File: src/line_pkg.sv
`default_nettype none

package line_pkg;

  // endpoint geometry
  localparam int coord_w = 10;
  localparam int point_w = 2 * coord_w;

  // host words
  localparam int color_w      = 32;
  localparam int frame_base_w = 32;

  // frame select lives in frame_base[27:22]
  localparam int frame_sel_w   = 6;
  localparam int frame_sel_lsb = 22;

  // dram burst layout
  localparam int addr_w       = 31;
  localparam int data_w       = 128;
  localparam int mask_w       = 16;
  localparam int beat_pixels  = 4;
  localparam int burst_pixels = 2 * beat_pixels;
  localparam int nibble_w     = mask_w / beat_pixels;

  // pixel lane within one burst, taken from the low column bits
  localparam int lane_sel_w = $clog2(burst_pixels);

  // zero padding around the address fields
  localparam int addr_lo_w  = 2;
  localparam int addr_pad_w = addr_w - frame_sel_w - coord_w - (coord_w - lane_sel_w)
                              - addr_lo_w;

  // signed bresenham error, wide enough for err - abs_dy + dx
  localparam int err_w = 12;

endpackage

`default_nettype wire
File: src/line_engine_top.sv
`timescale 1ns/1ns
`default_nettype none

module line_engine_top (
  input  logic                                clk,
  input  logic                                rst,
  input  logic [line_pkg::color_w-1:0]        color,
  input  logic [line_pkg::point_w-1:0]        point,
  input  logic                                color_valid,
  input  logic                                point0_valid,
  input  logic                                point1_valid,
  input  logic                                trigger,
  input  logic [line_pkg::frame_base_w-1:0]   frame_base,
  input  logic                                af_full,
  input  logic                                wdf_full,
  output logic                                ready,
  output logic [line_pkg::addr_w-1:0]         af_addr_din,
  output logic                                af_wr_en,
  output logic [line_pkg::data_w-1:0]         wdf_din,
  output logic [line_pkg::mask_w-1:0]         wdf_mask_din,
  output logic                                wdf_wr_en
);

  import line_pkg::*;

  // setup to stepper
  logic                   start;
  logic                   steep;
  logic [coord_w-1:0]     x_start;
  logic [coord_w-1:0]     x_end;
  logic [coord_w-1:0]     y_start;
  logic [err_w-1:0]       dx;
  logic [err_w-1:0]       abs_dy;
  logic                   y_up;

  // setup to writer
  logic [color_w-1:0]     pixel_color;
  logic [frame_sel_w-1:0] frame_sel;

  // stepper to writer
  logic                   pixel_valid;
  logic [coord_w-1:0]     row;
  logic [coord_w-1:0]     col;
  logic                   take;

  // busy levels back to setup
  logic                   stepper_busy;
  logic                   writer_busy;

  line_setup u_setup (.*);

  bresenham_stepper u_stepper (.*, .busy(stepper_busy));

  pixel_burst_writer u_writer (.*, .busy(writer_busy));

endmodule

`default_nettype wire

File: src/pixel_burst_writer.sv
`timescale 1ns/1ns
`default_nettype none

module pixel_burst_writer (
  input  logic                               clk,
  input  logic                               rst,
  input  logic                               pixel_valid,
  input  logic [line_pkg::coord_w-1:0]       row,
  input  logic [line_pkg::coord_w-1:0]       col,
  input  logic [line_pkg::color_w-1:0]       pixel_color,
  input  logic [line_pkg::frame_sel_w-1:0]   frame_sel,
  input  logic                               af_full,
  input  logic                               wdf_full,
  output logic                               take,
  output logic                               busy,
  output logic [line_pkg::addr_w-1:0]        af_addr_din,
  output logic                               af_wr_en,
  output logic [line_pkg::data_w-1:0]        wdf_din,
  output logic [line_pkg::mask_w-1:0]        wdf_mask_din,
  output logic                               wdf_wr_en
);

  import line_pkg::*;

  // one-entry pixel register plus beat sequencer
  logic                    held;
  logic                    beat2;
  logic [coord_w-1:0]      row_q;
  logic [coord_w-1:0]      col_q;
  logic                    go;
  logic [lane_sel_w-1:0]   lane;
  logic [lane_sel_w-2:0]   slot;
  logic                    lane_hit;

  // a beat needs room in both fifos
  assign go = !af_full && !wdf_full;

  // load when empty, or in the same cycle as the outgoing beat 2
  assign take = pixel_valid && (!held || (beat2 && go));
  assign busy = held;

  always_ff @(posedge clk) begin
    if (rst) begin
      held  <= 1'b0;
      beat2 <= 1'b0;
    end else if (take) begin
      held  <= 1'b1;
      beat2 <= 1'b0;
    end else if (held && go) begin
      if (beat2) begin
        held  <= 1'b0;
        beat2 <= 1'b0;
      end else begin
        beat2 <= 1'b1;
      end
    end
  end

  always_ff @(posedge clk) begin
    if (take) begin
      row_q <= row;
      col_q <= col;
    end
  end

  // beat 1 carries the address, beat 2 only data
  assign af_wr_en  = held && !beat2 && go;
  assign wdf_wr_en = held && go;

  // burst address, column in units of 8 pixels
  assign af_addr_din = {
    {addr_pad_w{1'b0}},
    frame_sel,
    row_q,
    col_q[coord_w-1:lane_sel_w],
    {addr_lo_w{1'b0}}
  };

  // same colour in all four lanes, the mask picks the real one
  assign wdf_din = {beat_pixels{pixel_color}};

  // lane msb says which beat holds the pixel
  assign lane     = col_q[lane_sel_w-1:0];
  assign slot     = lane[lane_sel_w-2:0];
  assign lane_hit = (lane[lane_sel_w-1] == beat2);

  // pixel p owns mask bits 15-4p down to 12-4p, a 1 disables a byte
  always_comb begin
    if (lane_hit) begin
      wdf_mask_din = ~({{nibble_w{1'b1}}, {(mask_w - nibble_w){1'b0}}} >> (nibble_w * slot));
    end else begin
      wdf_mask_din = {mask_w{1'b1}};
    end
  end

endmodule

`default_nettype wire

File: src/bresenham_stepper.sv
`timescale 1ns/1ns
`default_nettype none

module bresenham_stepper (
  input  logic                           clk,
  input  logic                           rst,
  input  logic                           start,
  input  logic                           steep,
  input  logic [line_pkg::coord_w-1:0]   x_start,
  input  logic [line_pkg::coord_w-1:0]   x_end,
  input  logic [line_pkg::coord_w-1:0]   y_start,
  input  logic [line_pkg::err_w-1:0]     dx,
  input  logic [line_pkg::err_w-1:0]     abs_dy,
  input  logic                           y_up,
  input  logic                           take,
  output logic                           pixel_valid,
  output logic [line_pkg::coord_w-1:0]   row,
  output logic [line_pkg::coord_w-1:0]   col,
  output logic                           busy
);

  import line_pkg::*;

  // sx is the major coordinate, sy the minor one
  logic [coord_w-1:0]      sx;
  logic [coord_w-1:0]      sy;
  logic signed [err_w-1:0] err;
  logic signed [err_w-1:0] err_dec;
  logic signed [err_w-1:0] err_init;
  logic                    last;
  logic                    advance;

  // line fields stay put in line_setup until the next launch,
  // which cannot happen while this stage is busy

  // error starts at dx/2, rounded down
  assign err_init = $signed(dx >> 1);
  assign err_dec  = err - $signed(abs_dy);
  assign last     = (sx == x_end);
  assign advance  = take && !last;

  always_ff @(posedge clk) begin
    if (rst) begin
      busy <= 1'b0;
    end else if (start) begin
      busy <= 1'b1;
    end else if (take && last) begin
      // x_end just went to the writer
      busy <= 1'b0;
    end
  end

  always_ff @(posedge clk) begin
    if (start) begin
      sx  <= x_start;
      sy  <= y_start;
      err <= err_init;
    end else if (advance) begin
      sx <= sx + 1'b1;
      if (err_dec < 0) begin
        // minor axis step
        if (y_up) begin
          sy <= sy + 1'b1;
        end else begin
          sy <= sy - 1'b1;
        end
        err <= err_dec + $signed(dx);
      end else begin
        err <= err_dec;
      end
    end
  end

  // the current pixel is offered for as long as the walk runs
  assign pixel_valid = busy;

  // undo the steep swap
  assign row = steep ? sy : sx;
  assign col = steep ? sx : sy;

endmodule

`default_nettype wire

File: src/line_setup.sv
`timescale 1ns/1ns
`default_nettype none

module line_setup (
  input  logic                                clk,
  input  logic                                rst,
  input  logic [line_pkg::color_w-1:0]        color,
  input  logic [line_pkg::point_w-1:0]        point,
  input  logic                                color_valid,
  input  logic                                point0_valid,
  input  logic                                point1_valid,
  input  logic                                trigger,
  input  logic [line_pkg::frame_base_w-1:0]   frame_base,
  input  logic                                stepper_busy,
  input  logic                                writer_busy,
  output logic                                ready,
  output logic                                start,
  output logic                                steep,
  output logic [line_pkg::coord_w-1:0]        x_start,
  output logic [line_pkg::coord_w-1:0]        x_end,
  output logic [line_pkg::coord_w-1:0]        y_start,
  output logic [line_pkg::err_w-1:0]          dx,
  output logic [line_pkg::err_w-1:0]          abs_dy,
  output logic                                y_up,
  output logic [line_pkg::color_w-1:0]        pixel_color,
  output logic [line_pkg::frame_sel_w-1:0]    frame_sel
);

  import line_pkg::*;

  logic [point_w-1:0] p0_q;
  logic [point_w-1:0] p1_q;
  logic [point_w-1:0] p0_n;
  logic [point_w-1:0] p1_n;
  logic [coord_w-1:0] x0;
  logic [coord_w-1:0] y0;
  logic [coord_w-1:0] x1;
  logic [coord_w-1:0] y1;
  logic [coord_w-1:0] adx;
  logic [coord_w-1:0] ady;
  logic               is_steep;
  logic [coord_w-1:0] a0;
  logic [coord_w-1:0] b0;
  logic [coord_w-1:0] a1;
  logic [coord_w-1:0] b1;
  logic [coord_w-1:0] sa;
  logic [coord_w-1:0] sb;
  logic [coord_w-1:0] ea;
  logic [coord_w-1:0] eb;
  logic               launch;

  // idle only when no launch is in flight and both later stages are empty
  assign ready  = !start && !stepper_busy && !writer_busy;
  assign launch = trigger && ready;

  // endpoints as they will be after this edge, so a strobe with the trigger counts
  assign p0_n = (ready && point0_valid) ? point : p0_q;
  assign p1_n = (ready && point1_valid) ? point : p1_q;
  assign x0   = p0_n[point_w-1 -: coord_w];
  assign y0   = p0_n[coord_w-1:0];
  assign x1   = p1_n[point_w-1 -: coord_w];
  assign y1   = p1_n[coord_w-1:0];

  always_comb begin
    adx      = (x1 >= x0) ? x1 - x0 : x0 - x1;
    ady      = (y1 >= y0) ? y1 - y0 : y0 - y1;
    is_steep = ady > adx;
    // steep lines walk along y, so swap coordinates
    a0 = is_steep ? y0 : x0;
    b0 = is_steep ? x0 : y0;
    a1 = is_steep ? y1 : x1;
    b1 = is_steep ? x1 : y1;
    // walk always runs upward in the major axis
    if (a0 > a1) begin
      sa = a1;
      sb = b1;
      ea = a0;
      eb = b0;
    end else begin
      sa = a0;
      sb = b0;
      ea = a1;
      eb = b1;
    end
  end

  always_ff @(posedge clk) begin
    if (ready) begin
      if (color_valid) begin
        pixel_color <= color;
      end
      if (point0_valid) begin
        p0_q <= point;
      end
      if (point1_valid) begin
        p1_q <= point;
      end
    end
    if (launch) begin
      steep     <= is_steep;
      x_start   <= sa;
      x_end     <= ea;
      y_start   <= sb;
      dx        <= {{(err_w - coord_w){1'b0}}, ea - sa};
      abs_dy    <= {{(err_w - coord_w){1'b0}}, (eb >= sb) ? eb - sb : sb - eb};
      y_up      <= eb >= sb;
      frame_sel <= frame_base[frame_sel_lsb +: frame_sel_w];
    end
  end

  // one-cycle start, the line fields are valid with it
  always_ff @(posedge clk) begin
    if (rst) begin
      start <= 1'b0;
    end else begin
      start <= launch;
    end
  end

endmodule

`default_nettype wire

File: config.mk
export PLATFORM = sky130hd
export DESIGN_NAME = line_engine_top
export DESIGN_NICKNAME = d
export VERILOG_FILES = /design/src/line_pkg.sv /design/src/line_engine_top.sv /design/src/pixel_burst_writer.sv /design/src/bresenham_stepper.sv /design/src/line_setup.sv
export SDC_FILE = /design/constraint.sdc
export NUM_CORES = 1
export LEC_CHECK = 0
export ABC_AREA = 1
export BUFFER_PORTS_ARGS = -buffer_cell sky130_fd_sc_hd__buf_2
export CORE_AREA = 2 2 142 199
export DETAILED_ROUTE_END_ITERATION = 10
export DIE_AREA = 0 0 144 201
export HOLD_SLACK_MARGIN = 0.1
export PLACE_DENSITY = 0.77
export SKIP_LAST_GASP = 1
export SYNTH_ARGS = -nofsm -noshare
export SYNTH_HDL_FRONTEND = slang
export SYNTH_SLANG_ARGS = --single-unit
File: constraint.sdc
create_clock -name clk -period 8.49 [get_ports clk]
set_input_delay 0 -clock clk [delete_from_list [all_inputs] [get_ports clk]]
set_output_delay 0 -clock clk [all_outputs]
set_load 0.05 [all_outputs]
# Word-level counts from Yosys, hierarchy flattened
# Index checks and enable logic that the tools add are counted.
[op_classes]
n_shift = 1
n_reduce_logical = 32
n_eq_ne = 2
muxes = 31
order_cmp = 6
add_sub_neg = 12
bitwise = 1
[op_table]
columns = ["operator", "n"]
rows = [
  ["10-bit two-way mux", 19],
  ["10-bit subtractor", 7],
  ["20-bit two-way mux", 2],
  ["10-bit >= comparator", 3],
  ["10-bit by 1-bit adder with 10-bit output (second input constant)", 2],
  ["10-bit > comparator", 2],
  ["16-bit two-way mux", 1],
  ["16-bit NOT", 1],
  ["16-bit by 4-bit right shift with 16-bit output (first input constant)", 1],
  ["1-bit logical AND", 13],
  ["12-bit by 11-bit adder with 12-bit output", 1],
  ["12-bit by 1-bit < comparator with 1-bit output (second input constant)", 1],
  ["12-bit two-way mux", 1],
  ["12-bit by 11-bit subtractor with 12-bit output", 1],
  ["11-bit two-way mux", 1],
  ["10-bit == test", 1],
  ["2-bit AND reduction", 5],
  ["2-bit nonzero test", 5],
  ["10-bit by 1-bit subtractor with 10-bit output (second input constant)", 1],
  ["9-bit two-way mux", 1],
  ["1-bit zero test", 7],
  ["1-bit two-way mux", 6],
  ["2-bit OR reduction", 1],
  ["1-bit == test", 1],
  ["1-bit logical OR", 1],
]
[word_totals]
reg_bits = 186
in_bits = 92

# Longest topological paths before layout
[logic_depth]
ltp_word = 13
mapped_depth = 58
depth_no_buf = 53

# By module
# Synthesis repeated with hierarchy kept, for this count alone.
[hier_totals]
hier_cells = 1838
area_unflattened_um2 = 14762.9
[by_module_without_submodules]
columns = ["module", "area_each_um2", "cells_per_inst", "instances", "seq_area_each_um2"]
rows = [
  ["line_setup", 8996.1, 1017, 1, 3923.8],
  ["bresenham_stepper", 3799.9, 613, 1, 970.9],
  ["pixel_burst_writer", 1966.9, 208, 1, 640.6],
]

# Worst setup path after synthesis
# OpenSTA, ideal clock, no wires.
[synth_path]
path_kind = "register -> register"
startpoint = "register u_setup.start"
endpoint = "register u_setup.abs_dy[7] (netlist bit) (data pin)"
arrival_time_ns = 8.476
setup_slack_ns = -0.246
n_path_buf = 9
setup_time_ns = 0.260
stages_incl_launch_ff = 50
cell_sequence = "dfxtp_1 -> buf_6 -> nor2_8 -> nand3_4 -> inv_1 -> clkbuf_1 -> or2_2 -> o21ai_0 -> ha_1 -> inv_1 -> o21bai_1 -> a221o_1 -> a21oi_1 -> nand2_1 -> clkbuf_1 -> o221ai_1 -> xnor2_1 -> inv_1 -> [14 not listed] -> inv_1 -> a21oi_2 -> nand2_4 -> nand2_4 -> buf_6 -> clkbuf_1 -> o21ai_0 -> ha_1 -> a21oi_1 -> o21ai_0 -> a221oi_1 -> nand3_1 -> clkbuf_1 -> nand2_1 -> o21ai_0 -> nor3_1 -> nor2_1 -> xor2_1"
[synth_between]
elab_chain_cells = 13
elab_cells_between_ends = 27
[synth_lines]
columns = ["element", "line_no", "rtl"]
rows = [
  ["from (decl)", "line_setup.sv:17", "output logic start,"],
  ["from (signal assigned)", "line_setup.sv:116", "start <= launch;"],
  ["1-bit zero test (*)", "line_setup.sv:53", "assign ready = !start && !stepper_busy && !writer_busy;"],
  ["1-bit logical AND (*) (2 in a row)", "line_setup.sv:53", ""],
  ["1-bit logical AND, on equally long branches", "line_setup.sv:57, line_setup.sv:58", ""],
  ["20-bit two-way mux, on equally long branches", "line_setup.sv:57, line_setup.sv:58", ""],
  ["10-bit subtractor, or another cell as far along", "line_setup.sv:66", "ady = (y1 >= y0) ? y1 - y0 : y0 - y1;"],
  ["10-bit two-way mux, on equally long branches", "line_setup.sv:66, line_setup.sv:65", ""],
  ["10-bit > comparator", "line_setup.sv:67", "is_steep = ady > adx;"],
  ["10-bit two-way mux, on equally long branches", "line_setup.sv:69, line_setup.sv:71", ""],
  ["10-bit > comparator", "line_setup.sv:74", "if (a0 > a1) begin"],
  ["10-bit two-way mux", "line_setup.sv:74", ""],
  ["10-bit subtractor / 10-bit >= comparator (equally long branches)", "line_setup.sv:105", "abs_dy <= {{(err_w - coord_w){1'b0}}, (eb >= sb) ? eb - sb : sb - eb};"],
  ["10-bit two-way mux (*)", "line_setup.sv:105", ""],
  ["to (signal assigned)", "line_setup.sv:105", ""],
  ["to (decl)", "line_setup.sv:23", "output logic [line_pkg::err_w-1:0] abs_dy,"],
]
# Every way passes the cells marked *; elsewhere a longest branch is shown, timed or not.
# A chain may end at the register's enable or synchronous reset.

# Worst setup path after layout
[layout_path]
startpoint = "register u_writer.held (netlist: u_writer.busy)"
endpoint = "register u_setup.abs_dy[7] (netlist bit) (data pin)"
[layout_between]
elab_chain_cells = 12
elab_cells_between_ends = 26
[layout_lines]
columns = ["element", "line_no", "rtl"]
rows = [
  ["from (decl)", "pixel_burst_writer.sv:26", "logic held;"],
  ["from (signal assigned)", "pixel_burst_writer.sv:44", "held <= 1'b0;"],
  ["from (signal assigned)", "pixel_burst_writer.sv:47", "held <= 1'b1;"],
  ["from (signal assigned)", "pixel_burst_writer.sv:51", "held <= 1'b0;"],
  ["1-bit zero test (*)", "line_setup.sv:53", ""],
  ["1-bit logical AND (*)", "line_setup.sv:53", ""],
  ["1-bit logical AND, on equally long branches", "line_setup.sv:57, line_setup.sv:58", ""],
  ["20-bit two-way mux, on equally long branches", "line_setup.sv:57, line_setup.sv:58", ""],
  ["10-bit subtractor, or another cell as far along", "line_setup.sv:66", ""],
  ["10-bit two-way mux, on equally long branches", "line_setup.sv:66, line_setup.sv:65", ""],
  ["10-bit > comparator", "line_setup.sv:67", ""],
  ["10-bit two-way mux, on equally long branches", "line_setup.sv:69, line_setup.sv:71", ""],
  ["10-bit > comparator", "line_setup.sv:74", ""],
  ["10-bit two-way mux (*)", "line_setup.sv:74", ""],
  ["via u_setup.sb[0]", "line_setup.sv:47", "logic [coord_w-1:0] sb;"],
  ["10-bit subtractor / 10-bit >= comparator (equally long branches)", "line_setup.sv:105", ""],
  ["10-bit two-way mux (*)", "line_setup.sv:105", ""],
]
# The timed path passes the listed nets; every way through them passes the cells marked *.

==> reports/metrics.csv <==
metric;value;unit
max-slew headroom at the worst pin;29.49;%
most used cells in the layout excluding fill and tap cells;sky130_fd_sc_hd__nand2_1 (319), sky130_fd_sc_hd__inv_1 (235), sky130_fd_sc_hd__buf_2 (235);
Antenna Diode Count;0;
status;finished clean;
proportion of synthesized area in mux cells;0.2200;%
fraction of synthesized cell area taken by the top area cell type;39.83;%
vias in the first global route;11160;
final standard cell utilization of the core;59.78;%
post-synthesis compound-gate area fraction;12.81;%
total global routing track utilization;24.41;%
Max H-tree Level;4;
IO buf count;235;
later-pin clock latency in the skew report;450;ps
wirelength, routed;36420;um
Worst path max stage delay;420;ps
Hold WC Path Type;input pin to flip-flop;
flip-flop cell with the highest count after synthesis;sky130_fd_sc_hd__edfxtp_1;
largest net degree at the start of global routing;59;
non-filler cells in the finished layout;2229;
number of warning messages in the yosys log;0;
Pre-Repair DR Iteration Count;8;
Clock Root Buffer;sky130_fd_sc_hd__clkbuf_16;
Post-Route Skew;14.48;ps
final worst path period share;95.11;%
cell count after synthesis;1602;
# rows;72;
cell type with the highest aggregate area in the netlist;sky130_fd_sc_hd__edfxtp_1;
proportion of synthesized chip area in sequential cells;40.56;%
Slew @ Worst Pin;1058;ps
total clock sinks;186;
antenna violation net count after detailed routing;0;
initial detailed-routing violation count;829;
max-cap check violation count;0;
slowest cell on the critical path;sky130_fd_sc_hd__fa_1;
number of vias in the routed layout;11460;
gate family responsible for the most delay along the worst path;simple AND/OR/NAND/NOR gates;
Post-Synth XOR/XNOR Area;3.466;%
placed wire-length estimate;27740;um
DRC viols;0;
number of placed instances, taps included;2115;
maximum buffer depth of the clock tree;2;
Overflow after GRT;0;
signal arrival time at the worst endpoint;8270;ps
Routed WL per cell;16.34;um
category of the critical setup timing path;flip-flop to flip-flop;
crit-path max FO;18;
startpoint types;flip-flop;
combined area of all synthesized cells;13650;um2
RSZ-0062 raised after global routing;yes;
area of the core region;27300;um2
data required time of the worst path;8680;ps
TritonCTS Buffers;17;
antenna violations before repair;0;
area delta synth->final;19.57;%
minimum clock period after layout;8075;ps
proportion of register bits with asynchronous set or reset after synthesis;0;%
upper clock frequency limit;0.1238;GHz
GP Congestion;0.9333;
count of final setup violators;0;
type of element capturing the critical path;flip-flop;
Final nets;2051;
die outline height;201;um
fin. max-slew vios;0;
Yosys cell types;56;
Die Area;28940;um2
final count of hold timing violations;0;
number of storage elements in the synthesis netlist;186;
die outline width;144;um
first-pass GRT wire length;55060;um
initial cell density of the core;50.00;%
hold_ws;274.3;ps
IO Count;270;
detail-routed via count per cell;5.141;
share of post-route cells with drive strength above 1;25.12;%
dominant combinational cell family by area after synthesis;simple AND/OR/NAND/NOR gates;
EDFF count, synth;181;
Synth Area per Inst;8.519;um2
leading cell type in the layout, fill and taps excluded;sky130_fd_sc_hd__nand2_1;
clock input transition at the sequential cells of the worst setup and hold paths;70;ps
TritonCTS clock tree;done;
buffers plus inverters on the worst setup path;9;
cell types occupying the most area after synthesis;sky130_fd_sc_hd__edfxtp_1 (40%), sky130_fd_sc_hd__ha_1 (9.3%), sky130_fd_sc_hd__nand2_1 (8.8%);
adder-cell share of the synthesized area;10.58;%
synthesized-area fraction occupied by and/or/nand/nor cells;17.36;%
==> metal layers <==
layer / vias to the layer above / share of wire [%] / GRT usage, %
met5: - / 0 / 0
met4: 0 / 6.8 / 15.02
met3: 116 / 6.3 / 4.532
met2: 428 / 52 / 45.75
met1: 5275 / 35 / 24.20
li1: 5640 / - / -
==> cells in the mapped netlist, types with 2 or more instances <==
library cell                 n
sky130_fd_sc_hd__a21o_1      4
sky130_fd_sc_hd__nor3_1     11
sky130_fd_sc_hd__o211ai_1    4
sky130_fd_sc_hd__and2_1      4
sky130_fd_sc_hd__o21ai_0   162
sky130_fd_sc_hd__xor2_1     41
sky130_fd_sc_hd__mux2i_1     3
sky130_fd_sc_hd__clkbuf_1   26
sky130_fd_sc_hd__xnor2_1    13
sky130_fd_sc_hd__o21bai_1    9
sky130_fd_sc_hd__or2_2      25
sky130_fd_sc_hd__edfxtp_1  181
sky130_fd_sc_hd__buf_4     123
sky130_fd_sc_hd__a21oi_1    72
sky130_fd_sc_hd__o21ai_2    11
sky130_fd_sc_hd__fa_1        9
sky130_fd_sc_hd__inv_1     239
sky130_fd_sc_hd__dfxtp_1     5
sky130_fd_sc_hd__buf_6       5
sky130_fd_sc_hd__nor2_1     82
sky130_fd_sc_hd__o31ai_1     6
sky130_fd_sc_hd__nor3b_1     2
sky130_fd_sc_hd__nor4_1      2
sky130_fd_sc_hd__o221ai_1    4
sky130_fd_sc_hd__ha_1      101
sky130_fd_sc_hd__a211oi_1    6
sky130_fd_sc_hd__a31oi_1     4
sky130_fd_sc_hd__nand3_2     3
sky130_fd_sc_hd__nand2_4     4
sky130_fd_sc_hd__inv_2       8
sky130_fd_sc_hd__nand4_1     3
sky130_fd_sc_hd__nor2_4      2
sky130_fd_sc_hd__nand2_1   320
sky130_fd_sc_hd__nand3_1    52
sky130_fd_sc_hd__a221oi_1    6
sky130_fd_sc_hd__nand3_4     3
sky130_fd_sc_hd__nand2_2    17
sky130_fd_sc_hd__buf_2       3
sky130_fd_sc_hd__o21ai_1    10
==> what timing repair did <==
| item | 4_1_cts | 5_1_grt |
|---|---|---|
| endpoints found under the setup margin | 0 | 12 |
| gates resized for setup | 0 | 89 |
| hold buffers | 66 | 0 |
| buffers inserted | 0 | 14 |
| hold endpoints to repair | 86 | 0 |
==> cell families (layout without fill, tap and decap cells) <==
family / Yosys count / in the layout
buffers and inverters: 407 / 652
muxes: 3 / 3
xor gates and xnor gates: 54 / 54
other: 1 / 8
AOI/OAI and AO/OA: 307 / 307
DFF: 186 / 186
and+or+nand+nor: 534 / 539
adders and majority gates: 110 / 110
==> final cells by class <==
| cell class | instances | area (um2) |
|---|---|---|
| Clock buffer | 18 | 429.2 |
| Clock inverter | 11 | 138.9 |
| Fill cell | 2319 | 10980 |
| Inverter | 248 | 943.4 |
| Multi-Input combinational cell | 1021 | 6360 |
| Sequential cell | 186 | 5538 |
| Tap cell | 370 | 462.9 |
| Timing Repair Buffer | 375 | 2446 |
==> state kept, by name, indices dropped and copies added, names as in the netlist, 6 cells and up <==
signal and count:
u_setup.abs_dy 10, u_setup.dx 10, u_setup.frame_sel 6, u_setup.p0_q 20, u_setup.p1_q 20, u_setup.pixel_color 32
u_setup.x_end 10, u_setup.x_start 10, u_setup.y_start 10, u_stepper.err 12, u_stepper.sx 10, u_stepper.sy 10
u_writer.col_q 10, u_writer.row_q 10
==> path summary, 6_finish.rpt <==
kind | slack (ps) | endpoint | startpoint | cells past startpoint
setup reg to reg | 420 | u_setup.abs_dy[7] | u_writer.busy | 45
setup / recovery | 420 | u_setup.abs_dy[7] | u_writer.busy | 45
hold reg to reg | 510 | u_stepper.err[11] | u_stepper.err[11] | 2
hold / removal | 270 | u_setup.pixel_color[24] | color[24] | 2
==> stage by stage <==
stage,instance area (um2),setup slack (ps),TNS (ps)
CTS,15960,76.08,0
finish,16320,415.2,0
floorplan,13690,18.61,0
global placement,14730,342.0,0
detailed placement,14730,128.1,0
global route,16320,-68.28,-68.28
Power is left out: the tool's default activity adds up to more than one toggle a clock period on the data nets, which glitch-free logic cannot reach.
